## src/vexec_pkg.sv

```systemverilog
// Vector execute stage shared types
// Element and address widths, ALU operation codes, operand source
// codes and the default load/store stride
package vexec_pkg;

  // One 32-bit element or byte address
  typedef logic [31:0] word_t;

  // Shift amount taken from the low bits of operand b
  typedef logic [4:0] shamt_t;

  // Integer operations run by each lane
  typedef enum logic [2:0] {
    ADD = 3'd0,
    SUB = 3'd1,
    AND = 3'd2,
    OR  = 3'd3,
    XOR = 3'd4,
    SLL = 3'd5,
    SRL = 3'd6,
    MIN = 3'd7   // signed minimum
  } alu_op_t;

  // Operand source as given by decode
  typedef enum logic [1:0] {
    SRC_V    = 2'd0,  // per-lane vector register value
    SRC_I    = 2'd1,  // immediate, shared by both lanes
    SRC_X    = 2'd2,  // scalar register, shared by both lanes
    SRC_NONE = 2'd3   // constant zero
  } src_t;

  // Unit stride for 32-bit elements
  localparam word_t DEFAULT_STRIDE = 32'd4;

endpackage

```

## src/lane_if.sv

```systemverilog
// Lane bundle
// Operands and controls from the router into one vector lane, and the
// lane's result and address on to the execute/memory latch
`timescale 1ns/1ps

interface lane_if;

  vexec_pkg::word_t   op_a;
  vexec_pkg::word_t   op_b;
  vexec_pkg::word_t   in_addr;
  vexec_pkg::word_t   stride;
  vexec_pkg::alu_op_t op;
  logic               mask;
  vexec_pkg::word_t   result;
  vexec_pkg::word_t   out_addr;

  modport router (
    output op_a, op_b, in_addr, stride, op, mask,
    input  out_addr
  );

  modport lane (
    input  op_a, op_b, in_addr, stride, op, mask,
    output result, out_addr
  );

  modport sink (
    input result, in_addr, out_addr, mask
  );

endinterface

```

## src/exec_latch.sv

```systemverilog
// Execute to memory pipeline latch
// Merges both lanes into the EX/MEM register, choosing addresses for
// loads and stores and ALU results otherwise
`timescale 1ns/1ps

module exec_latch (
  input  logic             CLK,
  input  logic             nRST,
  input  logic             valid,
  input  logic             ls,
  input  logic             stall,
  input  logic             flush,
  lane_if.sink             l0,
  lane_if.sink             l1,
  output vexec_pkg::word_t res0,
  output vexec_pkg::word_t res1,
  output logic             wen0,
  output logic             wen1,
  output logic             ls_out
);

  vexec_pkg::word_t next_res0;
  vexec_pkg::word_t next_res1;
  logic             next_wen0;
  logic             next_wen1;
  logic             next_ls;

  // Address for memory ops, element result for register writes
  assign next_res0 = ls ? l0.in_addr : l0.result;
  assign next_res1 = ls ? l1.in_addr : l1.result;

  // Register writeback only for active, unmasked ALU elements
  assign next_wen0 = valid & l0.mask & ~ls;
  assign next_wen1 = valid & l1.mask & ~ls;
  assign next_ls   = valid & ls;

  // Flush wins over stall
  always_ff @(posedge CLK, negedge nRST) begin
    if (!nRST) begin
      res0   <= '0;
      res1   <= '0;
      wen0   <= 1'b0;
      wen1   <= 1'b0;
      ls_out <= 1'b0;
    end else if (flush) begin
      res0   <= '0;
      res1   <= '0;
      wen0   <= 1'b0;
      wen1   <= 1'b0;
      ls_out <= 1'b0;
    end else if (!stall) begin
      res0   <= next_res0;
      res1   <= next_res1;
      wen0   <= next_wen0;
      wen1   <= next_wen1;
      ls_out <= next_ls;
    end
  end

endmodule

```

## src/operand_router.sv

```systemverilog
// Operand router for the two vector lanes
// Picks each lane's operands by source type, forms the stride and keeps
// the running load/store address between element pairs
`timescale 1ns/1ps

module operand_router (
  input  logic               CLK,
  input  logic               nRST,
  input  vexec_pkg::alu_op_t op,
  input  vexec_pkg::src_t    rs1_type,
  input  vexec_pkg::src_t    rs2_type,
  input  vexec_pkg::word_t   vs1_lane0,
  input  vexec_pkg::word_t   vs1_lane1,
  input  vexec_pkg::word_t   vs2_lane0,
  input  vexec_pkg::word_t   vs2_lane1,
  input  vexec_pkg::word_t   imm,
  input  vexec_pkg::word_t   xs1,
  input  vexec_pkg::word_t   xs2,
  input  vexec_pkg::word_t   stride_val,
  input  logic               mask0,
  input  logic               mask1,
  input  logic               ls,
  input  logic               first,
  input  logic               stride_type,
  input  logic               stall,
  lane_if.router             l0,
  lane_if.router             l1
);

  vexec_pkg::word_t addr_buf;

  // Operand a
  always_comb begin
    case (rs1_type)
      vexec_pkg::SRC_V: begin
        l0.op_a = vs1_lane0;
        l1.op_a = vs1_lane1;
      end
      vexec_pkg::SRC_I: begin
        l0.op_a = imm;
        l1.op_a = imm;
      end
      vexec_pkg::SRC_X: begin
        l0.op_a = xs1;
        l1.op_a = xs1;
      end
      default: begin
        l0.op_a = '0;
        l1.op_a = '0;
      end
    endcase
  end

  // Operand b
  always_comb begin
    case (rs2_type)
      vexec_pkg::SRC_V: begin
        l0.op_b = vs2_lane0;
        l1.op_b = vs2_lane1;
      end
      vexec_pkg::SRC_I: begin
        l0.op_b = imm;
        l1.op_b = imm;
      end
      vexec_pkg::SRC_X: begin
        l0.op_b = xs2;
        l1.op_b = xs2;
      end
      default: begin
        l0.op_b = '0;
        l1.op_b = '0;
      end
    endcase
  end

  assign l0.op   = op;
  assign l1.op   = op;
  assign l0.mask = mask0;
  assign l1.mask = mask1;

  // Same stride for both lanes
  assign l0.stride = stride_type ? stride_val : vexec_pkg::DEFAULT_STRIDE;
  assign l1.stride = stride_type ? stride_val : vexec_pkg::DEFAULT_STRIDE;

  // Lane 0 starts at the base on the first pair, lane 1 chains off lane 0
  assign l0.in_addr = first ? xs1 : addr_buf;
  assign l1.in_addr = l0.out_addr;

  // Running address for the next element pair, frozen under stall
  always_ff @(posedge CLK, negedge nRST) begin
    if (!nRST) begin
      addr_buf <= '0;
    end else if (ls && !stall) begin
      addr_buf <= l1.out_addr;
    end
  end

endmodule

```

## src/vector_lane.sv

```systemverilog
// Single vector lane
// Eight-operation integer ALU gated by the lane mask, with a strided
// address adder alongside for loads and stores
`timescale 1ns/1ps

module vector_lane (
  lane_if.lane lif
);

  vexec_pkg::word_t  alu_out;
  vexec_pkg::shamt_t shamt;
  logic              a_lt_b;

  // Only the low five bits of b shift a 32-bit word
  assign shamt = vexec_pkg::shamt_t'(lif.op_b[4:0]);

  // Signed compare for MIN
  assign a_lt_b = $signed(lif.op_a) < $signed(lif.op_b);

  always_comb begin
    case (lif.op)
      vexec_pkg::ADD: begin
        alu_out = lif.op_a + lif.op_b;
      end
      vexec_pkg::SUB: begin
        alu_out = lif.op_a - lif.op_b;
      end
      vexec_pkg::AND: begin
        alu_out = lif.op_a & lif.op_b;
      end
      vexec_pkg::OR: begin
        alu_out = lif.op_a | lif.op_b;
      end
      vexec_pkg::XOR: begin
        alu_out = lif.op_a ^ lif.op_b;
      end
      vexec_pkg::SLL: begin
        alu_out = lif.op_a << shamt;
      end
      vexec_pkg::SRL: begin
        // Logical, zero fill
        alu_out = lif.op_a >> shamt;
      end
      vexec_pkg::MIN: begin
        alu_out = a_lt_b ? lif.op_a : lif.op_b;
      end
      default: begin
        alu_out = '0;
      end
    endcase
  end

  // Masked-off elements produce zero
  assign lif.result = lif.mask ? alu_out : '0;

  // Next element address
  assign lif.out_addr = lif.in_addr + lif.stride;

endmodule

```

## src/vexec_top.sv

```systemverilog
// Two-lane vector execute stage
// Operand router feeding two vector lanes, merged into the EX/MEM latch
`timescale 1ns/1ps

module vexec_top (
  input  logic               CLK,
  input  logic               nRST,
  input  logic               valid,
  input  vexec_pkg::alu_op_t op,
  input  vexec_pkg::src_t    rs1_type,
  input  vexec_pkg::src_t    rs2_type,
  input  vexec_pkg::word_t   vs1_lane0,
  input  vexec_pkg::word_t   vs1_lane1,
  input  vexec_pkg::word_t   vs2_lane0,
  input  vexec_pkg::word_t   vs2_lane1,
  input  vexec_pkg::word_t   imm,
  input  vexec_pkg::word_t   xs1,
  input  vexec_pkg::word_t   xs2,
  input  logic               mask0,
  input  logic               mask1,
  input  logic               ls,
  input  logic               first,
  input  logic               stride_type,
  input  vexec_pkg::word_t   stride_val,
  input  logic               stall,
  input  logic               flush,
  output vexec_pkg::word_t   res0,
  output vexec_pkg::word_t   res1,
  output logic               wen0,
  output logic               wen1,
  output logic               ls_out
);

  lane_if lane0_if ();
  lane_if lane1_if ();

  operand_router u_router (
    .CLK         (CLK),
    .nRST        (nRST),
    .op          (op),
    .rs1_type    (rs1_type),
    .rs2_type    (rs2_type),
    .vs1_lane0   (vs1_lane0),
    .vs1_lane1   (vs1_lane1),
    .vs2_lane0   (vs2_lane0),
    .vs2_lane1   (vs2_lane1),
    .imm         (imm),
    .xs1         (xs1),
    .xs2         (xs2),
    .stride_val  (stride_val),
    .mask0       (mask0),
    .mask1       (mask1),
    .ls          (ls),
    .first       (first),
    .stride_type (stride_type),
    .stall       (stall),
    .l0          (lane0_if),
    .l1          (lane1_if)
  );

  vector_lane u_lane0 (.lif(lane0_if));
  vector_lane u_lane1 (.lif(lane1_if));

  exec_latch u_latch (
    .CLK    (CLK),
    .nRST   (nRST),
    .valid  (valid),
    .ls     (ls),
    .stall  (stall),
    .flush  (flush),
    .l0     (lane0_if),
    .l1     (lane1_if),
    .res0   (res0),
    .res1   (res1),
    .wen0   (wen0),
    .wen1   (wen1),
    .ls_out (ls_out)
  );

endmodule

```

## config.mk

```make
export PLATFORM = sky130hd
export DESIGN_NAME = vexec_top
export DESIGN_NICKNAME = d
export VERILOG_FILES = /design/src/vexec_pkg.sv /design/src/lane_if.sv /design/src/exec_latch.sv /design/src/operand_router.sv /design/src/vector_lane.sv /design/src/vexec_top.sv
export SDC_FILE = /design/constraint.sdc
export NUM_CORES = 2
export LEC_CHECK = 0
export BUFFER_PORTS_ARGS = -buffer_cell sky130_fd_sc_hd__buf_2
export CAP_MARGIN = 20
export CELL_PAD_IN_SITES_DETAIL_PLACEMENT = 1
export CELL_PAD_IN_SITES_GLOBAL_PLACEMENT = 2
export CORE_ASPECT_RATIO = 1.5
export CORE_MARGIN = 8
export CORE_UTILIZATION = 37
export CTS_CLUSTER_DIAMETER = 40
export DETAILED_ROUTE_END_ITERATION = 7
export HOLD_SLACK_MARGIN = 0.15
export PLACE_DENSITY = 0.93
export SYNTH_ARGS = -nofsm -noshare
export SYNTH_HDL_FRONTEND = slang
export SYNTH_SLANG_ARGS = --single-unit
```

## constraint.sdc

```tcl
create_clock -name CLK -period 6.8 [get_ports CLK]
set_clock_uncertainty 0.15 [all_clocks]
set_input_delay 1.02 -clock CLK [delete_from_list [all_inputs] [get_ports CLK]]
set_output_delay 1.02 -clock CLK [all_outputs]
set_load 0.1 [all_outputs]
```

==> results.toml <==
[layout]
multi_input_area_um2 = 22700
fin_cells = 5362
areaGrowthSynthToFinish_pct = 17.2
drive_gt1_share_pct = 19.3
seqCellArea_um2 = 2480
nets = 4892
fill_cells = 9612
utilization_pct = 43.8
design_area_um2 = 32300

[cts]
cts_resized = 0
clk_pin_slew_worst_paths_ns = 0.10
cts_tree = "yes"
cts_setup_buffers = 0
clk_latency_ns = 0.41
cts.sinks = 99
htree_levels = 3
holdBufCountCts = 0
root_buffer = "clkbuf_16"
cts_buffer_depth = 2
cts_made_buffers = 9

[floorplan]
ios = 340
core_um2 = 73700
die_w_um = 239
die_h_um = 350
initial_core_util_pct = 37.4
rows = 122
dieArea_um2 = 83700

[synth]
ys_warn_count = 0
synthSimpleGateAreaFrac_pct = 17.7
ys_async_sr_fraction_pct = 100
yosysMostFrequentCell = "a21oi_1"
synth_xor_area_share_pct = 4.92
yosys-top-cells-area = "ha_1, mux2i_1, dfrtp_1"
synth.top_cell.area_share_pct = 11.6
synth_edf_count = 0
yosysUniqueCellTypes = 97
synthesis.nets = 4487
ys_seq_area_share_pct = 8.98
syn-cell-area_um2 = 27600
synthAdderAreaFrac_pct = 12.0
synth_top_family_by_area = "compound AO/OA/AOI/OAI gates"
synth_mux_area_share_pct = 13.8
synth-compound-area-share_pct = 33.7
synth-main-ff-cell = "dfrtp_1"
synth_top_cell_by_area = "ha_1"
synth_seq_cells = 99
syn_inst = 3952
syn_avg_cell_area_um2 = 6.98
synthTopCellsByCount = "a21oi_1, nand2_1, o21ai_0, mux2i_1, nor2_1"

[placement]
dp.cells = 5335
place_congestion = 1.10
placed_area_um2 = 32000
hpwl_um = 172000
io_buffers = 339

[critical_path]
slowest_stage = "a2111oi_0"
critPathKind = "in -> reg"
cp_max_fo = 38
crit_chain = "buf_4, buf_4, buf_4, nand3b_1, o21a_4, buf_4, mux2_2, o21a_1, mux2i_1, o21ai_0, a21oi_1, a221oi_1, a2111oi_0, buf_4, nor3_1"
cp.arrival_ns = 6.34
crit_top_cell = "buf_4"
required_ns = 6.92
end_kind = "flop"
slowest_delay_ns = 0.63
start_kind = "input pin"

[route]
drtAntennaViolNets = 0
wl_um = 209000
via_per_inst = 6.78
vias = 36361
drtPass1Iterations = 5
drc = 0
drtIter0Drc = 3744
wl_per_cell_um = 38.9

[grt]
grt_pass1_wl_um = 286000
grt-ovfl-total = 0
antenna_found_initial = 10
grt_max_degree = 68
grt_pass1_vias = 37388
gr-usage-all-layers_pct = 48.1

[timing]
rsz0062_at_grt = "false"
finalHoldViolCount = 0
worstMarginPinSlew_ns = 1.41
finalCriticalPeriod_ns = 6.21
final-setup-viol-count = 0
slew_headroom_pct = 6.03
slew_viol_final = 0
finalCritPeriodShare_pct = 91.4
tns_ns = 0
maxClockFrequency_mhz = 161

[status]
outcome = "finished clean"

[min_path]
hold_path_class = "reg -> reg"

[power_and_ir_drop]
powerDensity_nw_per_um2 = 222
finalPower_mw = 7.18
p_leak_nw = 14.8
max-vdd-ir-drop_mv = 0.148

[run]
cap_violations = 0
-- registers in the layout, indices dropped and copies added, names as in the netlist --
name / flops
u_latch.ls_out: 1
u_latch.res0: 32
u_latch.res1: 32
u_latch.wen0: 1
u_latch.wen1: 1
u_router.addr_buf: 32
-- routing by layer --
layer  track usage, %  routed length [µm]  up-vias
li1                 -                   -    15234
met1             47.8               68200    17801
met2             77.8               93900     2330
met3             11.6               17500      992
met4             53.6               29000        4
met5                0                  27        -
-- path summary, 6_finish.rpt --
path / startpoint / end / slack, ns / cells past startpoint
max in group asynchronous: nRST / u_router.addr_buf[2] / 4.55 / 2
max: rs2_type[1] / u_latch.res0[7] / 0.59 / 15
min in group asynchronous: nRST / u_latch.res0[18] / 0.43 / 1
min: u_router.addr_buf[5] / u_router.addr_buf[5] / 0.33 / 2
max reg2reg: u_router.addr_buf[0] / u_router.addr_buf[31] / 1.32 / 25
min reg2reg: u_router.addr_buf[5] / u_router.addr_buf[5] / 0.33 / 2
-- worst max-delay path: cells and delay by family --
kind	cells	cell delay, ns
compound gates	6	2.32
simple gates	2	0.22
buf+inv	5	1.82
mux	2	0.88
-- where the power goes --
part           total [mW]  leakage [nW]  switching, mW  internal [mW]
sequential          0.825          1.30          0.107          0.718
combinational        5.75          13.4           3.91           1.84
clock               0.605         0.152          0.337          0.269
total                7.18          14.8           4.35           2.83
-- cell families (layout without fill, tap and decap cells) --
kind of cell               Yosys count  after routing
other                                0              8
buffers and inverters              568            978
adders and majority gates          262            262
xor gates and xnor gates           155            155
DFF                                 99             99
AOI/OAI and AO/OA                 1446           1446
and+or+nand+nor                   1050           1050
muxes                              372            372
-- area by class of cell --
cell class	count	area share (%)
Multi-Input combinational cell	3285	70.3
Timing Repair Buffer	695	14.0
Sequential cell	99	7.66
Tap cell	992	3.84
Inverter	267	3.11
Clock buffer	9	0.697
Clock inverter	7	0.259
Antenna cell	8	0.0619
-- cell usage in the layout (no fill, tap or decap), types with 47 or more instances in the layout --
master / count
o21ai_1: 64
nand2_1: 361
o21ai_0: 320
a221oi_1: 57
o211ai_1: 72
inv_1: 254
nand3_1: 70
a21oi_1: 385
mux2_2: 50
xor2_1: 49
buf_4: 346
and2_1: 47
ha_1: 256
nor3_1: 69
xnor2_1: 106
nor2_1: 287
dfrtp_1: 99
buf_2: 335
a31oi_1: 55
a211oi_1: 67
o22ai_1: 68
mux2i_1: 319
-- stage by stage --
step	worst slack [ns]	hold slack (ns)
floorplan	0.508	0.295
global placement	0.313	0.308
detailed placement	0.355	0.314
CTS	0.788	0.334
global route	0.325	0.346
finish	0.586	0.333
(Power assumes the default switching activity.)
